==> src/logic/glb_pkg.sv <==
/* shared widths, register map and types for the parallel-config global buffer slice
   imported by every design module and by the testbench */
`default_nettype none

package glb_pkg;

    // bank geometry
    localparam int BANK_DATA_WIDTH = 64;
    localparam int BANK_DEPTH = 512;
    localparam int GLB_ADDR_WIDTH = 12;
    localparam int BANK_DATA_BYTE = 8;
    localparam int BANK_ADDR_LSB = $clog2(BANK_DATA_BYTE);

    // one bank word splits into array address and data
    localparam int CFG_ADDR_WIDTH = 32;
    localparam int CFG_DATA_WIDTH = 32;

    // dma header fields
    localparam int MAX_NUM_CFGS_WIDTH = 10;
    localparam int LATENCY_WIDTH = 3;

    // done pipeline
    localparam int FIXED_LATENCY = 7;
    localparam int LAT_STEP = 3;
    localparam int INTERRUPT_PULSE = 4;
    // longest delay plus the pulse itself
    localparam int DONE_SHIFT_DEPTH =
        FIXED_LATENCY + LAT_STEP * ((1 << LATENCY_WIDTH) - 1) + INTERRUPT_PULSE;

    // host port
    localparam int APB_ADDR_WIDTH = 16;
    localparam int APB_DATA_WIDTH = 32;

    // register map, byte offsets
    localparam logic [APB_ADDR_WIDTH-1:0] REG_MODE = 16'h0000;
    localparam logic [APB_ADDR_WIDTH-1:0] REG_START_ADDR = 16'h0004;
    localparam logic [APB_ADDR_WIDTH-1:0] REG_NUM_CFGS = 16'h0008;
    localparam logic [APB_ADDR_WIDTH-1:0] REG_LATENCY = 16'h000C;
    localparam logic [APB_ADDR_WIDTH-1:0] REG_START = 16'h0010;
    localparam logic [APB_ADDR_WIDTH-1:0] REG_STATUS = 16'h0014;
    // 8 bytes per bank word, low half first
    localparam logic [APB_ADDR_WIDTH-1:0] BANK_WIN_BASE = 16'h1000;

    typedef struct packed {
        logic [GLB_ADDR_WIDTH-1:0] start_addr;
        logic [MAX_NUM_CFGS_WIDTH-1:0] num_cfgs;
    } dma_pc_header_t;

    typedef enum logic {
        PC_IDLE,
        PC_RUN
    } pc_state_e;

endpackage

`default_nettype wire

==> src/logic/glb_cfg_regs.sv <==
/* apb slave for the dma registers, bank loading window, start command and status
   zero wait states, write staging for 64-bit bank words */
`default_nettype none

module glb_cfg_regs (
    input  logic                                  clk,
    input  logic                                  reset,
    // apb
    input  logic                                  psel,
    input  logic                                  penable,
    input  logic                                  pwrite,
    input  logic [glb_pkg::APB_ADDR_WIDTH-1:0]    paddr,
    input  logic [glb_pkg::APB_DATA_WIDTH-1:0]    pwdata,
    output logic [glb_pkg::APB_DATA_WIDTH-1:0]    prdata,
    output logic                                  pready,
    output logic                                  pslverr,
    // to the dma
    output logic                                  cfg_pc_dma_mode,
    output glb_pkg::dma_pc_header_t               cfg_pc_dma_header,
    output logic [glb_pkg::LATENCY_WIDTH-1:0]     cfg_pc_latency,
    output logic                                  pc_start_pulse,
    // from the dma
    input  logic                                  pc_busy,
    input  logic                                  pc_done_pulse,
    // to the bank
    output logic                                  bank_wr_en,
    output logic [glb_pkg::GLB_ADDR_WIDTH-1:0]    bank_wr_addr,
    output logic [glb_pkg::BANK_DATA_WIDTH-1:0]   bank_wr_data
);

    import glb_pkg::*;

    logic access;
    logic in_window;
    logic addr_ok;
    logic status_wr_bad;
    logic wr_ok;
    logic [APB_DATA_WIDTH-1:0] rdata;
    logic [APB_DATA_WIDTH-1:0] lo_stage;
    logic done_bit;
    logic done_pulse_d;

    assign access = psel & penable;
    // bank window covers the whole 4 KB above the base
    assign in_window = (paddr[APB_ADDR_WIDTH-1:GLB_ADDR_WIDTH] ==
                        BANK_WIN_BASE[APB_ADDR_WIDTH-1:GLB_ADDR_WIDTH]);

    // decode and read mux
    always_comb begin
        addr_ok = 1'b1;
        rdata = '0;
        if (!in_window) begin
            case (paddr)
                REG_MODE:       rdata = APB_DATA_WIDTH'(cfg_pc_dma_mode);
                REG_START_ADDR: rdata = APB_DATA_WIDTH'(cfg_pc_dma_header.start_addr);
                REG_NUM_CFGS:   rdata = APB_DATA_WIDTH'(cfg_pc_dma_header.num_cfgs);
                REG_LATENCY:    rdata = APB_DATA_WIDTH'(cfg_pc_latency);
                // write only
                REG_START:      rdata = '0;
                REG_STATUS:     rdata = APB_DATA_WIDTH'({done_bit, pc_busy});
                default:        addr_ok = 1'b0;
            endcase
        end
        // word aligned accesses only
        if (paddr[1:0] != 2'b00) begin
            addr_ok = 1'b0;
        end
    end

    // only bits 1 and 0 exist in status
    assign status_wr_bad = pwrite && (paddr == REG_STATUS) &&
                           (pwdata[APB_DATA_WIDTH-1:2] != '0);

    assign pready = access;
    assign pslverr = access & (~addr_ok | status_wr_bad);
    // bank window reads back as zero
    assign prdata = (access & ~pwrite) ? rdata : '0;
    assign wr_ok = access & pwrite & addr_ok & ~status_wr_bad;

    always_ff @(posedge clk or posedge reset) begin
        if (reset) begin
            cfg_pc_dma_mode <= 1'b0;
            cfg_pc_dma_header <= '0;
            cfg_pc_latency <= '0;
            pc_start_pulse <= 1'b0;
            bank_wr_en <= 1'b0;
            done_bit <= 1'b0;
            done_pulse_d <= 1'b0;
        end else begin
            pc_start_pulse <= wr_ok && !in_window && (paddr == REG_START) && pwdata[0];
            // high half commits the staged word next cycle
            bank_wr_en <= wr_ok && in_window && paddr[2];
            done_pulse_d <= pc_done_pulse;
            if (wr_ok && !in_window) begin
                case (paddr)
                    REG_MODE:       cfg_pc_dma_mode <= pwdata[0];
                    REG_START_ADDR: cfg_pc_dma_header.start_addr <= pwdata[GLB_ADDR_WIDTH-1:0];
                    REG_NUM_CFGS:   cfg_pc_dma_header.num_cfgs <= pwdata[MAX_NUM_CFGS_WIDTH-1:0];
                    REG_LATENCY:    cfg_pc_latency <= pwdata[LATENCY_WIDTH-1:0];
                    default:        ;
                endcase
            end
            // sticky done, set wins over a clear in the same cycle
            if (pc_done_pulse && !done_pulse_d) begin
                done_bit <= 1'b1;
            end else if (wr_ok && !in_window && (paddr == REG_STATUS) && pwdata[1]) begin
                done_bit <= 1'b0;
            end
        end
    end

    // bank write payload
    always_ff @(posedge clk) begin
        if (wr_ok && in_window && !paddr[2]) begin
            lo_stage <= pwdata;
        end
        if (wr_ok && in_window && paddr[2]) begin
            bank_wr_addr <= {paddr[GLB_ADDR_WIDTH-1:BANK_ADDR_LSB], BANK_ADDR_LSB'(0)};
            bank_wr_data <= {pwdata, lo_stage};
        end
    end

endmodule

`default_nettype wire

==> config.mk <==
export PLATFORM = sky130hd
export DESIGN_NAME = glb_cfg_regs
export DESIGN_NICKNAME = d
export VERILOG_FILES = /design/src/logic/glb_pkg.sv /design/src/logic/glb_cfg_regs.sv
export SDC_FILE = /design/constraint.sdc
export NUM_CORES = 1
export LEC_CHECK = 0
export BUFFER_PORTS_ARGS = -buffer_cell sky130_fd_sc_hd__buf_2
export CAP_MARGIN = 20
export CORE_MARGIN = 2
export CORE_UTILIZATION = 30
export DETAILED_ROUTE_END_ITERATION = 7
export PLACE_DENSITY = 0.57
export SYNTH_ARGS = -nofsm -noshare
export SYNTH_HDL_FRONTEND = slang
export SYNTH_SLANG_ARGS = --single-unit
==> constraint.sdc <==
create_clock -name clk -period 2.8 [get_ports clk]
set_clock_uncertainty 0.15 [all_clocks]
set_input_delay 0.14 -clock clk [delete_from_list [all_inputs] [get_ports clk]]
set_output_delay 0.14 -clock clk [all_outputs]
set_load 0.02 [all_outputs]
# Word level (Yosys, flattened, before mapping)
# Cells that the tools add are included.
[word_totals]
ff_bits = 135
output_inout_bits = 138
elab_cells = 58
[classes]
n_eq_ne = 6
muxes = 8
n_bitwise = 10
n_reduce_logical = 23
[op_table]
columns = ["cell", "n"]
rows = [
  ["case mux 12 bit (5 select lines)", 1],
  ["== test 16 x 4 -> 1 bit (second input constant)", 2],
  ["== test 16 x 5 -> 1 bit (second input constant)", 2],
  ["2-to-1 mux 32 bit", 1],
  ["nonzero test 30 bit", 1],
  ["== test 16 x 3 -> 1 bit (second input constant)", 1],
  ["logical NOT 16 bit", 1],
  ["2-to-1 mux 12 bit", 1],
  ["logical AND 1 bit", 11],
  ["AND reduction 2 bit", 4],
  ["bitwise AND 1 bit", 6],
  ["OR reduction 6 bit", 1],
  ["2-to-1 mux 1 bit", 5],
  ["== test 4 x 1 -> 1 bit (second input constant)", 1],
  ["nonzero test 2 bit", 2],
  ["logical NOT 1 bit", 3],
  ["NOT 1 bit", 3],
  ["bitwise OR 1 bit", 1],
]

# Logic depth before layout (Yosys ltp)
# Gate-level depths: netlist of the first run.
[depth]
depth_word = 12
depth_mapped = 6
depth_no_buf = 5

# Worst setup path after synthesis of the first run
# OpenSTA, ideal clock, no wires.
[synth_path]
path_kind = "input-to-reg"
from = "input port paddr[13] in the netlist's numbering"
to = "register bank_wr_addr[10] in the netlist's numbering (enable)"
setup_time_ns = 0.506
arrival_time_ns = 3.935
slack_ns = -1.791
path_stages = 5
path_buffers = 1
path_cell_list = "or3_1 -> clkbuf_1 -> nor2_1 -> nand2_1 -> nor2_1"
[synth_via]
elab_chain_len = 9
word_cells_on_any_way = 18
[synth_rtl]
columns = ["item", "line_no", "source"]
rows = [
  ["start, declared", "glb_cfg_regs.sv:12", "input logic [glb_pkg::APB_ADDR_WIDTH-1:0] paddr,"],
  ["== test 16 x 5 -> 1 bit, or another cell as far along", "glb_cfg_regs.sv:53, glb_cfg_regs.sv:71", ""],
  ["OR reduction 6 bit (no source line)", "n/a", ""],
  ["2-to-1 mux 1 bit", "glb_cfg_regs.sv:53", "case (paddr)"],
  ["2-to-1 mux 1 bit", "glb_cfg_regs.sv:52", "if (!in_window) begin"],
  ["2-to-1 mux 1 bit", "glb_cfg_regs.sv:65", "if (paddr[1:0] != 2'b00) begin"],
  ["bitwise AND 1 bit (2 in a row)", "glb_cfg_regs.sv:78", "assign wr_ok = access & pwrite & addr_ok & ~status_wr_bad;"],
  ["logical AND 1 bit * (2 in a row)", "glb_cfg_regs.sv:117", "if (wr_ok && in_window && paddr[2]) begin"],
  ["end signal, assigned", "glb_cfg_regs.sv:118", "bank_wr_addr <= {paddr[GLB_ADDR_WIDTH-1:BANK_ADDR_LSB], BANK_ADDR_LSB'(0)};"],
  ["end, declared", "glb_cfg_regs.sv:27", "output logic [glb_pkg::GLB_ADDR_WIDTH-1:0] bank_wr_addr,"],
]
# Mark *: on every way between the ends. The rest lies on a longest branch, timed or not.
# A chain may end at the register's enable or synchronous reset.

# Worst setup path in the final report of the first run
[layout_path]
from = "input port paddr[4] in the netlist's numbering"
to = "output port prdata[1] in the netlist's numbering"
[layout_via]
elab_chain_len = 4
word_cells_on_any_way = 8
[layout_rtl]
columns = ["item", "line_no", "source"]
rows = [
  ["== test 16 x 5 -> 1 bit, or another cell as far along", "glb_cfg_regs.sv:53", ""],
  ["case mux 12 bit (5 select lines) *", "glb_cfg_regs.sv:53", ""],
  ["2-to-1 mux 12 bit *", "glb_cfg_regs.sv:52", ""],
  ["2-to-1 mux 32 bit *", "glb_cfg_regs.sv:77", "assign prdata = (access & ~pwrite) ? rdata : '0;"],
  ["end, declared", "glb_cfg_regs.sv:14", "output logic [glb_pkg::APB_DATA_WIDTH-1:0] prdata,"],
]
# Marks and branches as above.

==> impl_metrics.yaml, run 1 <==
clock_network:
  worst_skew_pair_later_pin_latency_ns: 0.41
  cts.root.buffer_cell: "sky130_fd_sc_hd__clkbuf_16"
  htree_num_levels: 4
  tritoncts: "yes"
  clkSinkCount: 135
  clock_path_buffers: 2
  cts.clk_slew.worst_paths_ns: 0.06
  cts-buffers-inserted: 17
critical_path:
  worst_ep_arrival_time_ns: 2.39
  crit_path_cell_chain: "dlygate4sd3_1 -> buf_2 -> or4b_1 -> nor4_2 -> buf_4 -> a22oi_1 -> nor2_1 -> buf_2"
  timing.critical_path.from: "paddr[4]"
  critical_path.max_fanout: 10
  critical_path.max_stage_delay_ns: 0.62
  worstSetupStartpointType: "primary input"
  r2r-start: "cfg_pc_dma_header[19]"
  crit_type: "in -> out"
  cp-end-kind: "output pin"
  worst-r2r-setup-slack_ns: 1.85
  cp_common_cell: "sky130_fd_sc_hd__buf_2"
  cpMaxStageDelayCell: "sky130_fd_sc_hd__or4b_1"
  timing.critical_path.required_ns: 2.51
cells_and_area:
  instances_no_fill: 752
  share_of_the_core_filled_with_cells_pct: 44.0
  layout_commonest_cell: "sky130_fd_sc_hd__buf_2"
  multi_input_area_um2: 998
  finalInstanceArea_um2: 7240
  final_layout_size_suffix_gt1_share_pct: 46.8
  nets: 575
  sequential_cell_area_um2: 3900
  antenna_diode_count: 0
  most-common-layout-cells: "sky130_fd_sc_hd__buf_2, sky130_fd_sc_hd__edfxtp_1, sky130_fd_sc_hd__dlygate4sd3_1"
  filler_cell_count: 1515
  syn2layout_area_growth_pct: 44.0
synth:
  postSynthCellCount: 283
  synth-seq-cells: 135
  yosys_warnings: 0
  postSynth.asyncResetShare_pct: 22.2
  synthesis.area_per_instance_um2: 17.8
  synth_area_um2: 5030
  synth_enable_flop_cells: 105
  seq_area_frac_synth_pct: 77.6
  synth.distinct_cells: 39
  most_used_flip_flop_cell_after_synthesis: "sky130_fd_sc_hd__edfxtp_1"
power:
  p_leak_nw: 3.07
  power.total_mw: 4.55
  vdd_ir_drop_max_mv: 0.414
  p_per_area_nw_per_um2: 628
run_status:
  status: "completed"
flow_run:
  drv_cap: 0
placement:
  io_buffers: 169
  post-place-cells: 673
  post-place-ws_ns: 0.455
  placedInstanceArea_um2: 6170
  dp_hpwl_mm: 8.83
  gpl.final_weighted_congestion: 0.787
route:
  detail_route.first_pass.iterations: 4
  ant_nets: 0
  drt-wirelength-per-cell_um: 16.9
  detailroute.via_count: 3337
  drc: 0
  postRouteWirelength_mm: 12.7
  via_per_inst: 4.44
  dr.first_iter.drc_count: 198
global_route:
  grt_antenna_before_repair: 0
  globalRouteOverflowTotal: 0
  first_pass_grt_wire_length_mm: 19.0
  grt_max_degree: 32
  grt_pass1_vias: 3319
  grt_usage_pct: 14.4
die:
  placementRows: 47
  die_wd_um: 134
  design.core.area_um2: 16500
  floorplan.initialDensity_pct: 30.6
  fp.dieArea_um2: 17800
  chipHeight_um: 134
  num_io_pins: 193
sta:
  finalCriticalPeriod_ns: 2.68
  setup_viol: 0
  period_share_pct: 95.6
  hold_slack_ns: 0.0306
  finalHoldViolations: 0
  final_tns_setup_ns: 0
  fmaxAchievable_ghz: 0.374
  worstMarginPinSlew_ns: 0.504
  final.setup.worst_slack_ns: 0.123
  drv_slew: 0
  timing.max_slew.rel_slack_pct: 66.3
hold_path:
  hold_path.startpoint: "paddr[2]"
  hold_path_class: "in -> reg"
[worst max-delay path: cells and delay by family]
family	cells	cell delay [ns]
simple gates	3	1.00
compound gates	1	0.11
buf+inv	4	1.14
[cell families after synthesis]
group                  share of synthesized area (%)
other                                         0.0745
muxes                                           7.24
DFF                                             77.6
AOI/OAI and AO/OA                               2.83
and+or+nand+nor                                 7.53
buffers and inverters                           4.75
[repair_timing]
| item | CTS | global route |
|---|---|---|
| buffers inserted | 0 | 4 |
| hold buffers | 44 | 0 |
| endpoints found under the setup margin | 0 | 6 |
| hold endpoints to repair | 132 | 0 |
| gates resized for setup | 0 | 2 |
[power breakdown]
group,internal (mW),leakage (nW),switching (mW)
registers,2.16,1.36,0.000506
clock network,1.38,0.280,0.812
logic,0.0797,1.43,0.115
[registers in the layout, summed over array words and instances, names as in the netlist]
register / count
bank_wr_data: 64
cfg_pc_latency: 3
bank_wr_en: 1
cfg_pc_dma_mode: 1
lo_stage: 32
pc_start_pulse: 1
done_pulse_d: 1
cfg_pc_dma_header: 22
done_bit: 1
bank_wr_addr: 9
[layer usage]
layer / up-vias / track usage, % / wire length [µm]
met2: 148 / 23.4 / 6040
met1: 1639 / 17.7 / 5460
met5: - / 0 / 0
li1: 1531 / - / -
met4: 0 / 6.09 / 251
met3: 19 / 4.79 / 934
[layout make-up]
type | count | area share (%)
sequential | 135 | 53.9
inverter | 6 | 0.311
clock inverter | 14 | 2.18
multi-input combinational | 132 | 13.8
tap | 220 | 3.80
clock buffer | 17 | 5.87
timing repair buffer | 228 | 20.2
[synthesized netlist by cell type (3+ instances only)]
library cell,number,share of area [%]
sky130_fd_sc_hd__buf_4,23,3.4
sky130_fd_sc_hd__clkbuf_1,6,0.45
sky130_fd_sc_hd__nor2_1,16,1.2
sky130_fd_sc_hd__or4_1,3,0.45
sky130_fd_sc_hd__nor4b_1,4,0.70
sky130_fd_sc_hd__nand3_1,4,0.40
sky130_fd_sc_hd__nor4_1,9,1.1
sky130_fd_sc_hd__edfxtp_1,105,63
sky130_fd_sc_hd__nand2_1,6,0.45
sky130_fd_sc_hd__a21oi_1,7,0.70
sky130_fd_sc_hd__a32oi_1,6,1.0
sky130_fd_sc_hd__mux2_4,10,3.0
sky130_fd_sc_hd__mux2_2,17,3.8
sky130_fd_sc_hd__inv_1,6,0.45
sky130_fd_sc_hd__and3_1,5,0.62
sky130_fd_sc_hd__nand4_1,4,0.50
sky130_fd_sc_hd__dfrtp_1,30,15
[worst paths after layout]
| check | to | depth (start not counted) |
|---|---|---|
| hold reg to reg | bank_wr_data[21] | 0 |
| min in group asynchronous | cfg_pc_dma_header[6] | 4 |
| hold / removal | lo_stage[0] | 2 |
| setup / recovery | prdata[1] | 8 |
| setup reg to reg | cfg_pc_dma_header[19] | 1 |
| max in group asynchronous | bank_wr_en | 4 |
Power figures use the tool's default switching activity.
==> inputs of run 2 (changes only) <==
RECOVER_POWER = 50   (was default)
==> run 2 against run 1 <==
The flow now finishes with violations (max-capacitance violations, max-slew violations). Non-clock buffer count did not move. First-iteration DRC count fell by 2.0%. Count of clock-buffer cells in the layout did not move. Global-route usage did not move. Register-to-register slack barely moved. Wire length fell by 0.17%. Sequential power barely moved. Combinational power fell by 4%. Highest routed layer unchanged. Clock power barely moved.
==> impl_metrics.yaml, run 2 (synthesis results as in run 1) <==
run_status:
  status: "finished, violations left"
  violations: "max-capacitance violations, max-slew violations"
cells_and_area:
  layout_commonest_cell: "sky130_fd_sc_hd__edfxtp_1"
  syn2layout_area_growth_pct: 41.5
  nets: 575
  share_of_the_core_filled_with_cells_pct: 43.3
  registers.top_by_ff_count: "bank_wr_data"
  sequential_cell_area_um2: 3900
  final_layout_size_suffix_gt1_share_pct: 28.8
  reg_top3: "bank_wr_data (64), lo_stage (32), cfg_pc_dma_header (22)"
  multi_input_area_um2: 998
  filler_cell_count: 1551
  finalInstanceArea_um2: 7120
  antenna_diode_count: 0
  largest_register_ffs: 64
  instances_no_fill: 752
  most-common-layout-cells: "sky130_fd_sc_hd__edfxtp_1, sky130_fd_sc_hd__clkbuf_1, sky130_fd_sc_hd__buf_2"
route:
  postRouteWirelength_mm: 12.7
  drt-wirelength-per-cell_um: 16.8
  dr.first_iter.drc_count: 194
  drc: 0
  detailroute.via_count: 3343
  detail_route.first_pass.iterations: 4
  ant_nets: 0
  via_per_inst: 4.45
sta:
  period_share_pct: 95.3
  finalHoldViolations: 0
  finalCriticalPeriod_ns: 2.67
  worstMarginPinSlew_ns: 1.82
  timing.max_slew.rel_slack_pct: -21.1
  setup_viol: 0
  drv_slew: 31
  fmaxAchievable_ghz: 0.375
placement:
  post-place-cells: 673
  gpl.final_weighted_congestion: 0.787
  io_buffers: 169
  placedInstanceArea_um2: 6170
  dp_hpwl_mm: 8.83
die:
  placementRows: 47
  fp.dieArea_um2: 17800
  floorplan.initialDensity_pct: 30.6
  num_io_pins: 193
  die_wd_um: 134
  design.core.area_um2: 16500
  chipHeight_um: 134
critical_path:
  cpMaxStageDelayCell: "sky130_fd_sc_hd__or4b_1"
  timing.critical_path.required_ns: 2.51
  critical_path.max_fanout: 10
  critical_path.max_stage_delay_ns: 0.62
  cp-end-kind: "output pin"
  worstSetupStartpointType: "primary input"
  crit_type: "in -> out"
  cp_common_cell: "sky130_fd_sc_hd__buf_2"
  worst_ep_arrival_time_ns: 2.38
  kind_of_cell_adding_the_most_delay_to_the_critical_path: "buffers and inverters"
  timing.critical_path.buf_inv: 4
  crit_path_cell_chain: "dlygate4sd3_1 -> buf_2 -> or4b_1 -> nor4_2 -> buf_4 -> a22oi_1 -> nor2_1 -> buf_2"
clock_network:
  tritoncts: "yes"
  worst_skew_pair_later_pin_latency_ns: 0.41
  cts.clk_slew.worst_paths_ns: 0.05
  cts-buffers-inserted: 17
  clock_path_buffers: 2
  clkSinkCount: 135
  htree_num_levels: 4
  cts.root.buffer_cell: "sky130_fd_sc_hd__clkbuf_16"
power:
  p_per_area_nw_per_um2: 637
  power_report.internal_total_mw: 3.61
  vdd_ir_drop_max_mv: 0.412
  power.share.combinational_pct: 4.1
  net_switching_power_of_the_design_uw: 923
  clockPowerShare_pct: 48.3
  power.share.switching_pct: 20.4
  pwr-share-seq_pct: 47.6
  p_leak_nw: 2.80
global_route:
  grt_usage_pct: 14.4
  globalRouteOverflowTotal: 0
  grt_antenna_before_repair: 0
  grt_pass1_vias: 3319
  grt_max_degree: 32
  first_pass_grt_wire_length_mm: 19.0
hold_path:
  hold_path_class: "in -> reg"
flow_run:
  drv_cap: 1
==> run 2: changes by cell type in the layout (fill, tap and decap cells not counted), sizes merged <==
cell    before  now
clkbuf      17  113
buf        184   88
==> run 2: final timing paths <==
path                                         endpoint  slack (ns)  cells past startpoint                  start
worst min-delay path                      lo_stage[0]        0.03                      2               paddr[2]
worst max-delay path                        prdata[1]        0.13                      8               paddr[4]
worst max register to register  cfg_pc_dma_header[19]        1.85                      1  cfg_pc_dma_header[19]
max in group asynchronous                  bank_wr_en        0.68                      4                  reset
worst min register to register       bank_wr_data[21]        0.26                      0           lo_stage[21]
min in group asynchronous        cfg_pc_dma_header[3]        0.77                      4                  reset
==> run 2: area by class of cell <==
type / count / area share [%]
repair buffers: 228 / 18.8
multi-input cells: 132 / 14.0
clock inverters: 14 / 2.21
well taps: 220 / 3.87
inverters: 6 / 0.316
flip-flops and latches: 135 / 54.8
clock buffers: 17 / 5.97
==> run 2: through the flow <==
step	hold WS (ns)	TNS, ns	setup WS [ns]	total power [mW]
floorplan	0.0214	-1.10	-0.0345	2.29
CTS	0.00763	0	0.0305	4.59
global route	0.0329	-0.00656	-0.00656	4.68
finish	0.0257	0	0.131	4.54
global placement	0.105	0	0.490	2.34
detailed placement	0.116	0	0.455	2.34
==> run 2: power groups by stage <==
| stage | Clock [mW] | Sequential (mW) | Combinational (mW) |
|---|---|---|---|
| floorplan | 0 | 2.20 | 0.0862 |
| global placement | 0 | 2.20 | 0.143 |
| detailed placement | 0 | 2.20 | 0.146 |
| CTS | 2.24 | 2.16 | 0.193 |
| global route | 2.32 | 2.16 | 0.202 |
| finish | 2.19 | 2.16 | 0.186 |
==> run 2: routing by layer <==
metal,vias to the layer above,routed length [µm],global-route usage [%]
li1,1530,-,-
met1,1642,5410,17.7
met2,152,6060,23.4
met3,19,945,4.79
met4,0,246,6.09
met5,-,0,0
==> run 2: timing repair <==
action,4_1_cts,5_1_grt
hold buffers,44,0
buffers inserted,0,4
resized for setup,0,2
hold endpoints to repair,132,0
endpoints found under the setup margin,0,6
